--- src/verilog/rename_cfg_pkg.sv ---
package rename_cfg_pkg;

  // dispatch group
  localparam int DISP_SIZE  = 2;                   // slots per group

  // architectural register file
  localparam int ARCH_N     = 32;
  localparam int ARCH_W     = $clog2(ARCH_N);      // 5

  // physical register file
  localparam int RNID_N     = 64;
  localparam int RNID_W     = $clog2(RNID_N);      // 6

  // per-slot free lists
  localparam int FLIST_SIZE = 16;
  localparam int FLIST_W    = $clog2(FLIST_SIZE);  // 4

  // slot d's list starts at FLIST_BASE + FLIST_SIZE*d
  localparam int FLIST_BASE = 32;

endpackage

--- src/verilog/rename_types_pkg.sv ---
package rename_types_pkg;

  // architectural register index
  typedef logic [rename_cfg_pkg::ARCH_W-1:0] arch_t;

  // physical register id, 0 is the hardwired x0
  typedef logic [rename_cfg_pkg::RNID_W-1:0] rnid_t;

  // one bit per dispatch slot
  typedef logic [rename_cfg_pkg::DISP_SIZE-1:0] slot_mask_t;

endpackage
--- src/verilog/rename_bypass.sv ---
module rename_bypass (
  // group fields
  input  rename_types_pkg::slot_mask_t i_rd_valid,
  input  rename_types_pkg::arch_t    i_rd_arch         [rename_cfg_pkg::DISP_SIZE],
  input  rename_types_pkg::arch_t    i_rs1_arch        [rename_cfg_pkg::DISP_SIZE],
  input  rename_types_pkg::arch_t    i_rs2_arch        [rename_cfg_pkg::DISP_SIZE],

  // freshly allocated ids
  input  rename_types_pkg::rnid_t    i_new_rnid        [rename_cfg_pkg::DISP_SIZE],

  // map table results
  input  rename_types_pkg::rnid_t    i_map_rs1_rnid    [rename_cfg_pkg::DISP_SIZE],
  input  rename_types_pkg::rnid_t    i_map_rs2_rnid    [rename_cfg_pkg::DISP_SIZE],
  input  rename_types_pkg::rnid_t    i_map_rd_old_rnid [rename_cfg_pkg::DISP_SIZE],

  output rename_types_pkg::rnid_t    o_rs1_rnid        [rename_cfg_pkg::DISP_SIZE],
  output rename_types_pkg::rnid_t    o_rs2_rnid        [rename_cfg_pkg::DISP_SIZE],
  output rename_types_pkg::rnid_t    o_rd_old_rnid     [rename_cfg_pkg::DISP_SIZE],
  output logic                       o_rs1_fwd         [rename_cfg_pkg::DISP_SIZE],
  output logic                       o_rs2_fwd         [rename_cfg_pkg::DISP_SIZE]
);

  import rename_cfg_pkg::*;
  import rename_types_pkg::*;

  always_comb begin
    slot_mask_t w_wr;  // slot writes a real register

    for (int p = 0; p < DISP_SIZE; p++) begin
      w_wr[p] = i_rd_valid[p] & (i_rd_arch[p] != '0);  // x0 never matches
    end

    for (int d = 0; d < DISP_SIZE; d++) begin
      o_rs1_rnid[d]    = i_map_rs1_rnid[d];
      o_rs2_rnid[d]    = i_map_rs2_rnid[d];
      o_rd_old_rnid[d] = i_map_rd_old_rnid[d];
      o_rs1_fwd[d]     = 1'b0;
      o_rs2_fwd[d]     = 1'b0;
      // older slots only; the youngest match wins
      for (int p = 0; p < d; p++) begin
        if (w_wr[p] && (i_rd_arch[p] == i_rs1_arch[d])) begin
          o_rs1_rnid[d] = i_new_rnid[p];
          o_rs1_fwd[d]  = 1'b1;
        end
        if (w_wr[p] && (i_rd_arch[p] == i_rs2_arch[d])) begin
          o_rs2_rnid[d] = i_new_rnid[p];
          o_rs2_fwd[d]  = 1'b1;
        end
        if (w_wr[p] && i_rd_valid[d] && (i_rd_arch[p] == i_rd_arch[d])) begin
          o_rd_old_rnid[d] = i_new_rnid[p];  // waw inside the group
        end
      end
    end
  end

endmodule

--- src/verilog/rename_freelist.sv ---
module rename_freelist #(
  parameter int INIT_BASE = 32
) (
  input  logic                    i_clk,
  input  logic                    i_reset_n,

  input  logic                    i_push,
  input  rename_types_pkg::rnid_t i_push_id,

  input  logic                    i_pop,
  output rename_types_pkg::rnid_t o_pop_id,
  output logic                    o_empty
);

  import rename_cfg_pkg::*;
  import rename_types_pkg::*;

  rnid_t              r_list [FLIST_SIZE];
  logic [FLIST_W-1:0] r_head;
  logic [FLIST_W-1:0] r_tail;
  logic [FLIST_W:0]   r_count;  // one extra bit to tell full from empty

  // list contents, preloaded with consecutive ids
  always_ff @(posedge i_clk, negedge i_reset_n) begin
    if (!i_reset_n) begin
      for (int i = 0; i < FLIST_SIZE; i++) begin
        r_list[i] <= rnid_t'(INIT_BASE + i);
      end
    end else if (i_push) begin
      r_list[r_tail] <= i_push_id;
    end
  end

  always_ff @(posedge i_clk, negedge i_reset_n) begin
    if (!i_reset_n) begin
      r_head  <= '0;
      r_tail  <= '0;               // full list, tail wraps onto head
      r_count <= FLIST_SIZE[FLIST_W:0];
    end else begin
      if (i_pop)  r_head <= r_head + 1'b1;
      if (i_push) r_tail <= r_tail + 1'b1;
      case ({i_push, i_pop})
        2'b10:   r_count <= r_count + 1'b1;
        2'b01:   r_count <= r_count - 1'b1;
        default: ;                 // both or neither, count holds
      endcase
    end
  end

  assign o_pop_id = r_list[r_head];  // head is visible before the pop
  assign o_empty  = (r_count == '0);

endmodule

--- src/verilog/rename_map.sv ---
module rename_map (
  input  logic                       i_clk,
  input  logic                       i_reset_n,

  // lookups, per slot
  input  rename_types_pkg::arch_t    i_rs1_arch    [rename_cfg_pkg::DISP_SIZE],
  input  rename_types_pkg::arch_t    i_rs2_arch    [rename_cfg_pkg::DISP_SIZE],
  input  rename_types_pkg::arch_t    i_rd_arch     [rename_cfg_pkg::DISP_SIZE],
  output rename_types_pkg::rnid_t    o_rs1_rnid    [rename_cfg_pkg::DISP_SIZE],
  output rename_types_pkg::rnid_t    o_rs2_rnid    [rename_cfg_pkg::DISP_SIZE],
  output rename_types_pkg::rnid_t    o_rd_old_rnid [rename_cfg_pkg::DISP_SIZE],

  // group update at the fire edge
  input  rename_types_pkg::slot_mask_t i_update,
  input  rename_types_pkg::rnid_t    i_update_rnid [rename_cfg_pkg::DISP_SIZE]
);

  import rename_cfg_pkg::*;
  import rename_types_pkg::*;

  rnid_t r_map [ARCH_N];

  always_ff @(posedge i_clk, negedge i_reset_n) begin
    if (!i_reset_n) begin
      // identity mapping, x0 -> id 0
      for (int a = 0; a < ARCH_N; a++) begin
        r_map[a] <= rnid_t'(a);
      end
    end else begin
      // ascending slot order, so slot 1 wins on the same rd
      for (int d = 0; d < DISP_SIZE; d++) begin
        if (i_update[d] && (i_rd_arch[d] != '0)) begin
          r_map[i_rd_arch[d]] <= i_update_rnid[d];
        end
      end
    end
  end

  generate
    for (genvar d = 0; d < DISP_SIZE; d++) begin : g_read
      assign o_rs1_rnid[d]    = r_map[i_rs1_arch[d]];
      assign o_rs2_rnid[d]    = r_map[i_rs2_arch[d]];
      assign o_rd_old_rnid[d] = r_map[i_rd_arch[d]];  // the id being replaced
    end
  endgenerate

endmodule

--- src/verilog/rename_ready_table.sv ---
module rename_ready_table (
  input  logic                         i_clk,
  input  logic                         i_reset_n,

  // new destinations, cleared at the fire edge
  input  rename_types_pkg::slot_mask_t i_alloc,
  input  rename_types_pkg::rnid_t      i_alloc_rnid [rename_cfg_pkg::DISP_SIZE],

  input  logic                         i_wb_valid,
  input  rename_types_pkg::rnid_t      i_wb_rnid,

  input  rename_types_pkg::rnid_t      i_rs1_rnid   [rename_cfg_pkg::DISP_SIZE],
  input  rename_types_pkg::rnid_t      i_rs2_rnid   [rename_cfg_pkg::DISP_SIZE],
  output logic                         o_rs1_ready  [rename_cfg_pkg::DISP_SIZE],
  output logic                         o_rs2_ready  [rename_cfg_pkg::DISP_SIZE]
);

  import rename_cfg_pkg::*;

  logic [RNID_N-1:0] r_ready;

  always_ff @(posedge i_clk, negedge i_reset_n) begin
    if (!i_reset_n) begin
      r_ready <= '1;
    end else begin
      if (i_wb_valid) r_ready[i_wb_rnid] <= 1'b1;
      // allocation comes last so it beats a writeback of the same id
      for (int d = 0; d < DISP_SIZE; d++) begin
        if (i_alloc[d] && (i_alloc_rnid[d] != '0)) begin
          r_ready[i_alloc_rnid[d]] <= 1'b0;
        end
      end
    end
  end

  // same-cycle writeback counts as ready
  generate
    for (genvar d = 0; d < DISP_SIZE; d++) begin : g_lookup
      assign o_rs1_ready[d] = r_ready[i_rs1_rnid[d]] | (i_wb_valid & (i_wb_rnid == i_rs1_rnid[d]));
      assign o_rs2_ready[d] = r_ready[i_rs2_rnid[d]] | (i_wb_valid & (i_wb_rnid == i_rs2_rnid[d]));
    end
  endgenerate

endmodule

--- src/verilog/rename_top.sv ---
module rename_top (
  input  logic                    i_clk,
  input  logic                    i_reset_n,

  // dispatch in
  input  logic                    i_disp_valid,
  output logic                    o_disp_ready,
  input  logic                    i_rd_valid       [rename_cfg_pkg::DISP_SIZE],
  input  rename_types_pkg::arch_t i_rd_arch        [rename_cfg_pkg::DISP_SIZE],
  input  rename_types_pkg::arch_t i_rs1_arch       [rename_cfg_pkg::DISP_SIZE],
  input  rename_types_pkg::arch_t i_rs2_arch       [rename_cfg_pkg::DISP_SIZE],

  // dispatch out, no back-pressure
  output logic                    o_sc_valid,
  output rename_types_pkg::rnid_t o_sc_rd_rnid     [rename_cfg_pkg::DISP_SIZE],
  output rename_types_pkg::rnid_t o_sc_rd_old_rnid [rename_cfg_pkg::DISP_SIZE],
  output rename_types_pkg::rnid_t o_sc_rs1_rnid    [rename_cfg_pkg::DISP_SIZE],
  output logic                    o_sc_rs1_ready   [rename_cfg_pkg::DISP_SIZE],
  output rename_types_pkg::rnid_t o_sc_rs2_rnid    [rename_cfg_pkg::DISP_SIZE],
  output logic                    o_sc_rs2_ready   [rename_cfg_pkg::DISP_SIZE],

  input  logic                    i_wb_valid,
  input  rename_types_pkg::rnid_t i_wb_rnid,

  input  logic                    i_cmt_valid      [rename_cfg_pkg::DISP_SIZE],
  input  rename_types_pkg::rnid_t i_cmt_old_rnid   [rename_cfg_pkg::DISP_SIZE]
);

  import rename_cfg_pkg::*;
  import rename_types_pkg::*;

  logic       w_fire;
  slot_mask_t w_rd_valid;
  slot_mask_t w_need;   // slot wants a fresh id
  slot_mask_t w_empty;
  slot_mask_t w_alloc;
  rnid_t      w_pop_id [DISP_SIZE];
  rnid_t      w_new_rnid [DISP_SIZE];
  rnid_t      w_map_rs1_rnid [DISP_SIZE];
  rnid_t      w_map_rs2_rnid [DISP_SIZE];
  rnid_t      w_map_rd_old_rnid [DISP_SIZE];
  rnid_t      w_rs1_rnid [DISP_SIZE];
  rnid_t      w_rs2_rnid [DISP_SIZE];
  rnid_t      w_rd_old_rnid [DISP_SIZE];
  logic       w_rs1_fwd [DISP_SIZE];
  logic       w_rs2_fwd [DISP_SIZE];
  logic       w_rs1_ready [DISP_SIZE];
  logic       w_rs2_ready [DISP_SIZE];

  generate
    for (genvar d = 0; d < DISP_SIZE; d++) begin : g_slot
      assign w_rd_valid[d] = i_rd_valid[d];
      assign w_need[d]     = i_rd_valid[d] & (i_rd_arch[d] != '0);
      assign w_alloc[d]    = w_fire & w_need[d];

      rename_freelist #(
        .INIT_BASE (FLIST_BASE + FLIST_SIZE * d)
      ) u_freelist (
        .i_clk     (i_clk),
        .i_reset_n (i_reset_n),
        .i_push    (i_cmt_valid[d]),
        .i_push_id (i_cmt_old_rnid[d]),
        .i_pop     (w_alloc[d]),
        .o_pop_id  (w_pop_id[d]),
        .o_empty   (w_empty[d])
      );

      assign w_new_rnid[d] = w_need[d] ? w_pop_id[d] : '0;  // x0 stays on id 0
    end
  endgenerate

  // stall only when a slot needs an id its list can't give
  assign o_disp_ready = ~|(w_need & w_empty);
  assign w_fire       = i_disp_valid & o_disp_ready;

  rename_map u_map (
    .i_clk         (i_clk),
    .i_reset_n     (i_reset_n),
    .i_rs1_arch    (i_rs1_arch),
    .i_rs2_arch    (i_rs2_arch),
    .i_rd_arch     (i_rd_arch),
    .o_rs1_rnid    (w_map_rs1_rnid),
    .o_rs2_rnid    (w_map_rs2_rnid),
    .o_rd_old_rnid (w_map_rd_old_rnid),
    .i_update      (w_alloc),
    .i_update_rnid (w_new_rnid)
  );

  rename_bypass u_bypass (
    .i_rd_valid        (w_rd_valid),
    .i_rd_arch         (i_rd_arch),
    .i_rs1_arch        (i_rs1_arch),
    .i_rs2_arch        (i_rs2_arch),
    .i_new_rnid        (w_new_rnid),
    .i_map_rs1_rnid    (w_map_rs1_rnid),
    .i_map_rs2_rnid    (w_map_rs2_rnid),
    .i_map_rd_old_rnid (w_map_rd_old_rnid),
    .o_rs1_rnid        (w_rs1_rnid),
    .o_rs2_rnid        (w_rs2_rnid),
    .o_rd_old_rnid     (w_rd_old_rnid),
    .o_rs1_fwd         (w_rs1_fwd),
    .o_rs2_fwd         (w_rs2_fwd)
  );

  rename_ready_table u_ready (
    .i_clk        (i_clk),
    .i_reset_n    (i_reset_n),
    .i_alloc      (w_alloc),
    .i_alloc_rnid (w_new_rnid),
    .i_wb_valid   (i_wb_valid),
    .i_wb_rnid    (i_wb_rnid),
    .i_rs1_rnid   (w_rs1_rnid),
    .i_rs2_rnid   (w_rs2_rnid),
    .o_rs1_ready  (w_rs1_ready),
    .o_rs2_ready  (w_rs2_ready)
  );

  always_ff @(posedge i_clk, negedge i_reset_n) begin
    if (!i_reset_n) begin
      o_sc_valid <= 1'b0;
    end else begin
      o_sc_valid <= w_fire;  // one cycle after the fire edge
    end
  end

  always_ff @(posedge i_clk) begin
    if (w_fire) begin
      for (int d = 0; d < DISP_SIZE; d++) begin
        o_sc_rd_rnid[d]     <= w_new_rnid[d];
        o_sc_rd_old_rnid[d] <= w_rd_old_rnid[d];
        o_sc_rs1_rnid[d]    <= w_rs1_rnid[d];
        o_sc_rs2_rnid[d]    <= w_rs2_rnid[d];
        // a value produced inside this group can't be ready yet
        o_sc_rs1_ready[d]   <= w_rs1_ready[d] & ~w_rs1_fwd[d];
        o_sc_rs2_ready[d]   <= w_rs2_ready[d] & ~w_rs2_fwd[d];
      end
    end
  end

endmodule

--- config.mk ---
export PLATFORM = sky130hd
export DESIGN_NAME = rename_top
export DESIGN_NICKNAME = d
export VERILOG_FILES = /design/src/verilog/rename_cfg_pkg.sv /design/src/verilog/rename_types_pkg.sv /design/src/verilog/rename_bypass.sv /design/src/verilog/rename_freelist.sv /design/src/verilog/rename_map.sv /design/src/verilog/rename_ready_table.sv /design/src/verilog/rename_top.sv
export SDC_FILE = /design/constraint.sdc
export NUM_CORES = 2
export LEC_CHECK = 0
export BUFFER_PORTS_ARGS = -buffer_cell sky130_fd_sc_hd__buf_4
export CAP_MARGIN = 5
export CORE_MARGIN = 1
export CORE_UTILIZATION = 58
export DETAILED_ROUTE_END_ITERATION = 7
export GPL_TIMING_DRIVEN = 0
export PLACE_DENSITY_LB_ADDON = 0.05
export REMOVE_ABC_BUFFERS = 1
export SLEW_MARGIN = 25
export SYNTH_ARGS = -nofsm -noshare
export SYNTH_HDL_FRONTEND = slang
export SYNTH_SLANG_ARGS = --single-unit
--- constraint.sdc ---
create_clock -name i_clk -period 4.4 [get_ports i_clk]
set_input_delay 0.44 -clock i_clk [delete_from_list [all_inputs] [get_ports i_clk]]
set_output_delay 0.44 -clock i_clk [all_outputs]
set_load 0.005 [all_outputs]
After elaboration in Yosys (flattened, before gate mapping)
Index checks and enable logic that the tools add are counted.
Word-level totals
  register bits after elaboration: 527
  output and inout bits: 54
  input bits: 56
  logic and storage cells: 249
Cells by class
  magnitude comparators: 24
  equality and inequality tests: 11
  bitwise operators: 33
  add/sub/neg operators: 8
  reductions and logical operators: 25
  multiplexer cells: 64
Operators by type and width (count)
  192-bit bitwise mux: 2
  192-bit two-way mux: 2
  96-bit bitwise mux: 2
  64-bit two-way mux: 3
  6-bit binary-select mux with 5-bit select: 6
  6-bit two-way mux: 25
  64-bit bitwise AND: 2
  64-bit NOT: 2
  64-bit bitwise OR: 1
  6-bit demux with 5-bit select: 2
  6-bit by 7-bit < comparator with 1-bit output, second input constant: 7
  6-bit binary-select mux with 4-bit select: 2
  6-bit demux with 4-bit select: 2
  6-bit >= comparator, second input constant: 6
  5-bit NOT with 6-bit output: 6
  1-bit binary-select mux with 6-bit select: 4
  6-bit == test: 4
  5-bit >= comparator, second input constant: 4
  4-bit NOT with 5-bit output: 4
  5-bit one-hot mux with 2 select lines: 2
  1-bit demux with 6-bit select: 3
  6-bit by 1-bit >= comparator with 1-bit output, second input constant: 3
  4-bit by 1-bit adder with 4-bit output, second input constant: 4
  5-bit == test: 3
  18 further kinds: 64

Logic depth before layout (Yosys ltp)
  depth after elaboration: 14
  gate-level depth with buffers: 20
  gate-level depth less buffers: 15

By module
From an unflattened synthesis, not the netlist that was laid out.
Unflattened totals
  cells, all modules: 2956
  area, all modules: 36734.0 sq um
By module, submodules not included
  rename_map: times used 1, seq. area each 4904.7 sq um, area an instance 18267.5 sq um, cells an instance 1654
  rename_ready_table: times used 1, seq. area each 1681.6 sq um, area an instance 5635.4 sq um, cells an instance 467
  rename_freelist at g_slot[0].u_freelist: times used 1, seq. area each 2788.9 sq um, area an instance 5272.6 sq um, cells an instance 353
  rename_freelist at g_slot[1].u_freelist: times used 1, seq. area each 2808.9 sq um, area an instance 5156.2 sq um, cells an instance 339
  rename_top: times used 1, seq. area each 1586.5 sq um, area an instance 1814.2 sq um, cells an instance 80
  rename_bypass: times used 1, seq. area each 0.0 sq um, area an instance 588.1 sq um, cells an instance 63

Least setup slack after synthesis
No wires, ideal clock.
  path kind: in2reg
  from: input port i_rd_arch[5] (netlist bit)
  to: register g_slot[1].u_freelist.r_count[4]
  stages on the path: 20
  data arrival time: 5.489 ns
  buffers on the path: 5
  path slack: -1.163 ns
  setup time: 0.075 ns
  required time: 4.325 ns
  path through: clkbuf_1 or2_1 clkbuf_1 o21a_1 clkbuf_1 a22oi_1 and2_1 clkbuf_1 nand2_1 inv_2 clkbuf_1 ha_1 inv_1 fa_1 inv_1 a21o_1 a21oi_1 xnor2_1 nor2_1 xor2_1
On the way
  word-level cells in the longest chain between the ends: 9
  elaborated cells between the ends (all ways): 11
  classes of those cells: eq/ne (2); mux (1); bitwise (4); reduce/logical (4)
RTL lines
  start: declaration: RTL line rename_top.sv:9  | input rename_types_pkg::arch_t i_rd_arch [rename_cfg_pkg::DISP_SIZE],
  5-bit nonzero test (*): RTL line rename_top.sv:53  | assign w_need[d] = i_rd_valid[d] & (i_rd_arch[d] != '0);
  1-bit bitwise AND (*): RTL line rename_top.sv:53
  2-bit bitwise AND (*): RTL line rename_top.sv:73  | assign o_disp_ready = ~|(w_need & w_empty);
  2-bit OR reduction (*): RTL line rename_top.sv:73
  1-bit logical NOT (*): RTL line rename_top.sv:73
  net o_disp_ready: RTL line rename_top.sv:7  | output logic o_disp_ready,
  1-bit bitwise AND (*): RTL line rename_top.sv:74  | assign w_fire = i_disp_valid & o_disp_ready;
  net w_fire: RTL line rename_top.sv:32  | logic w_fire;
  1-bit bitwise AND (*): RTL line rename_top.sv:54  | assign w_alloc[d] = w_fire & w_need[d];
  2-bit by 1-bit == test with 1-bit output / 2-bit == test (equally long branches): RTL line rename_freelist.sv:42  | case ({i_push, i_pop})
  5-bit one-hot mux with 2 select lines / 2-bit nonzero test (equally long branches)
  end signal: assignment: RTL line rename_freelist.sv:38  | r_count <= FLIST_SIZE[FLIST_W:0];
  end signal: assignment: RTL line rename_freelist.sv:43  | 2'b10: r_count <= r_count + 1'b1;
  end signal: assignment: RTL line rename_freelist.sv:44  | 2'b01: r_count <= r_count - 1'b1;
  end: declaration: RTL line rename_freelist.sv:21  | logic [FLIST_W:0] r_count;
Mark *: on every way through the listed nets, which the timed path passes. The rest lies on a longest branch.
A chain may end at the register's enable or synchronous reset.

Worst setup path after layout
  from: input port i_rd_arch[1] (netlist bit)
  to: register u_map.r_map[165] (netlist bit)
On the way
  word-level cells in the longest chain between the ends: 11
  elaborated cells between the ends (all ways): 20
  classes of those cells: order compare (2); mux (6); bitwise (6); reduce/logical (6)
RTL lines
  5-bit nonzero test
  1-bit bitwise AND
  2-bit bitwise AND: RTL line rename_top.sv:73
  2-bit OR reduction: RTL line rename_top.sv:73
  1-bit logical NOT: RTL line rename_top.sv:73
  1-bit bitwise AND: RTL line rename_top.sv:74
  1-bit bitwise AND: RTL line rename_top.sv:54
  1-bit logical AND: RTL line rename_map.sv:32  | if (i_update[d] && (i_rd_arch[d] != '0)) begin
  192-bit two-way mux: RTL line rename_map.sv:32
  192-bit bitwise mux: RTL line rename_map.sv:33  | r_map[i_rd_arch[d]] <= i_update_rnid[d];
  192-bit two-way mux (*): RTL line rename_map.sv:32
  end signal: indexed assignment: RTL line rename_map.sv:27  | r_map[a] <= rnid_t'(a);
  end signal: indexed assignment: RTL line rename_map.sv:33
  end: declaration: RTL line rename_map.sv:21  | rnid_t r_map [ARCH_N];
Every way passes the cells marked *; elsewhere a longest branch is shown, timed or not.

==> key figures <==
Run status
  – Status: complete, but fails checks
  – Failing checks: DRC, setup timing

Synth
  – Yosys cell types: 70
  – Post-synthesis sequential area ratio: 0.372
  – Synth top area share: 0.230
  – Avg Cell Area, Syn: 11.5 sq um
  – Cell Area, Synth: 37,000 sq um
  – Post-synthesis register bit count: 527
  – YS warnings: 0
  – Async SR Flop Fraction: 0.901
  – Number of synthesized flops with an enable pin: 52
  – Top FF cell, synth: dfstp_2
  – Largest cells by area after synthesis: mux4_2, dfstp_2, dfrtp_1, mux2i_1, mux2_2
  – Area leader, netlist: mux4_2
  – Post-Syn Instances: ~3,200

Die
  – Die height: 255 um
  – Row count: 92
  – Die X: 255 um
  – Core area: 63,100 sq um
  – Die ar.: 64,900 sq um
  – I/O pins: 110
  – Initial Util: 0.587

Clock network
  – CTS Buf Count: 57
  – Clk Latency, worst-skew pair: between 0.6 and 0.7 ns
  – Max clock buf depth: 3
  – CTS tree: built
  – CTS H-tree depth: 2
  – Sink Count: roughly 530
  – Reg clk slew, reported paths: 0.06 ns
  – Root Buffer: clkbuf_16

Timing
  – Clk_skew: 0.0430 ns
  – Worst Tran Pin Value: 1.16 ns
  – Max transition margin: 0.220
  – Final Slew Violations: 0
  – Fin worst setup slack: -0.0819 ns
  – Finish-stage setup viols: 22
  – Final Critical Period: 4.48 ns
  – Final Hold Fails: 0
  – FMAX: 223 MHz
  – Final period util: 1.02
  – RSZ-0062 raised after global routing: true
  – Fin Setup TNS: -0.709 ns

Worst setup path
  – Max FO, Critical Path: 57
  – Critical path class: primary input to register
  – Startpoint Class: primary input
  – WP data required: 4.92 ns
  – Crit end category: register
  – Arrival time of the worst setup path: around 5 ns

Final layout
  – Fin cells: 4,043
  – Post-route cell area: approximately 41,000 sq um
  – Area growth from synthesis to layout: 10.5%
  – Nets: 3,220
  – Share of cells above drive strength 1: 0.371

Detailed routing
  – Final wirelength: 134,000 um
  – Avg WL per Cell: 33.2 um
  – DR vias: 30,080
  – Post-DRT Antenna Nets: 0
  – Residual DRC count: 15
  – DRT Pass-1 Iters: 8
  – Via density per instance: between 7 and 8
  – First DRT Iteration DRCs: roughly 4,800

Power
  – Final Power: 29,600 uW
  – PD cells: 723 nW/um^2
  – Leak: about 0.016 uW
  – Worst vdd rail ir drop: ~0.45 mV

Hold path
  – Worst min-delay path category: primary input to register

Placed design
  – GP Congestion: between 1 and 1.5
  – Pre-CTS WS: -1.22 ns
  – Placed instance area: 38,700 sq um
  – Port Buf Inserts: 109
  – Placed Cells: between 3,000 and 4,000
  – DPL Wire Length: about 92,000 um

Global routing
  – Initial antenna violation count: 7
  – Total GRT Usage: 0.417
  – First-pass GRT wire length: 195,000 um
  – Total congestion overflow: 0
  – Largest net degree at the start of global routing: just under 100
  – Vias in the first global route: just under 30,000

Job
  – Max cap viols: 0
==> cell families after synthesis <==
kind of cell	count (synthesis)	synth area share
compound gates	570	0.0964
xor+xnor	58	0.0137
fa+ha+maj	20	0.00716
buf+inv	356	0.0382
flops	527	0.372
mux	906	0.380
simple gates	773	0.0928
==> worst max-delay path, stage by stage <==
cell      delay [ns]
buf_4           0.35
nor2_2          0.43
a21boi_1        0.32
a22oi_1         0.28
and2_4          0.44
nand2_1         0.46
inv_2           0.50
nand2_1         0.10
nor3_1          0.63
nand2_1         0.60
nor2_1          0.27
a21oi_1         0.07
==> timing repair <==
item,CTS,global route
hold buffers,1,0
hold endpoints to repair,53,0
setup endpoints to repair,155,85
setup buffers,8,1
gates resized for setup,20,19
pin swaps,2,0
==> cell usage in the layout, fill, tap and decap left out, drive strengths merged, types with 79 or more instances in the layout <==
cell type  synthesis  final
dfstp            258    258
inv               79     81
o21ai            121    121
a21oi            232    232
mux2i            305    305
nor2             244    244
mux4             378    378
clkbuf           190     79
mux2             223    223
dfrtp            217    217
nand2            295    295
buf               85    149
==> path summary, 6_finish.rpt <==
| path | startpoint | end | slack [ns] | cells after the start |
|---|---|---|---|---|
| setup / recovery | i_rd_arch[1] | u_map.r_map[165] | -0.08 | 12 |
| hold / removal | i_cmt_valid[0] | g_slot[1].u_freelist.r_tail[0] | 0.03 | 2 |
| setup reg to reg | g_slot[0].u_freelist.r_head[0] | o_sc_rs2_ready[0] | -0.03 | 12 |
| hold reg to reg | g_slot[0].u_freelist.r_list[34] | g_slot[0].u_freelist.r_list[34] | 0.50 | 1 |
| max in group asynchronous | i_reset_n | g_slot[0].u_freelist.r_list[84] | 2.65 | 4 |
| min in group asynchronous | i_reset_n | u_map.r_map[155] | 0.37 | 2 |
==> state kept, by name, summed over array words and instances (netlist names) <==
register / count
o_sc_rs1_rnid: 12
o_sc_rd_rnid: 12
g_slot.u_freelist.r_tail: 8
o_sc_rd_old_rnid: 12
g_slot.u_freelist.r_head: 8
u_map.r_map: 192
g_slot.u_freelist.r_count: 10
o_sc_rs2_rnid: 12
o_sc_valid: 1
u_ready.r_ready: 64
o_sc_rs1_ready: 2
g_slot.u_freelist.r_list: 192
o_sc_rs2_ready: 2
==> cell usage after synthesis (18+ instances only) <==
library cell  instances
nor3_1               34
nor2b_1              21
mux4_2              378
nand2_1             294
o21ai_0              95
a221oi_1             71
buf_1                36
and2_1               23
dfrtp_1             217
inv_1                69
a22oi_1              27
xnor2_1              41
a21oi_1             231
mux2_2              223
ha_1                 18
dfstp_2             258
nor2_1              240
nand3_1              43
o21ai_1              26
clkbuf_1            189
nand4_1              36
mux2i_1             305
edfxtp_1             52
a211oi_1             23
a32oi_1              21
and3_1               21
buf_2                44
==> through the flow <==
step | util | hold WS (ns)
2_1_floorplan | - | 0.144
3_3_place_gp | 0.599 | 0.454
3_5_place_dp | 0.613 | 0.479
4_1_cts | 0.647 | 0.00176
5_1_grt | 0.649 | 0.0351
6_report | 0.649 | 0.0317
==> metal layers <==
metal	vias up	part of all wire	GRT usage
met1	15012	0.36	0.546
met4	8	0.057	0.219
met3	517	0.15	0.175
met5	-	0.00041	0
met2	2356	0.43	0.588
li1	12187	-	-
==> where the power goes <==
group	internal (uW)	total, uW	switching, uW
logic	6390	13500	7120
clock network	2980	5180	2200
registers	7840	10900	3060
==> cell type report <==
| cell class | count | area (sq um) |
|---|---|---|
| Clock buffer | 79 | 1600 |
| Timing Repair Buffer | 150 | 1560 |
| Fill cell | 4847 | 22200 |
| Clock inverter | 29 | 412 |
| Tap cell | 846 | 1060 |
| Antenna cell | 4 | 10.0 |
| Sequential cell | 527 | 13800 |
| Inverter | 81 | 310 |
| Multi-Input combinational cell | 2327 | 22200 |
No activity file was read; power rests on OpenSTA's default activity.
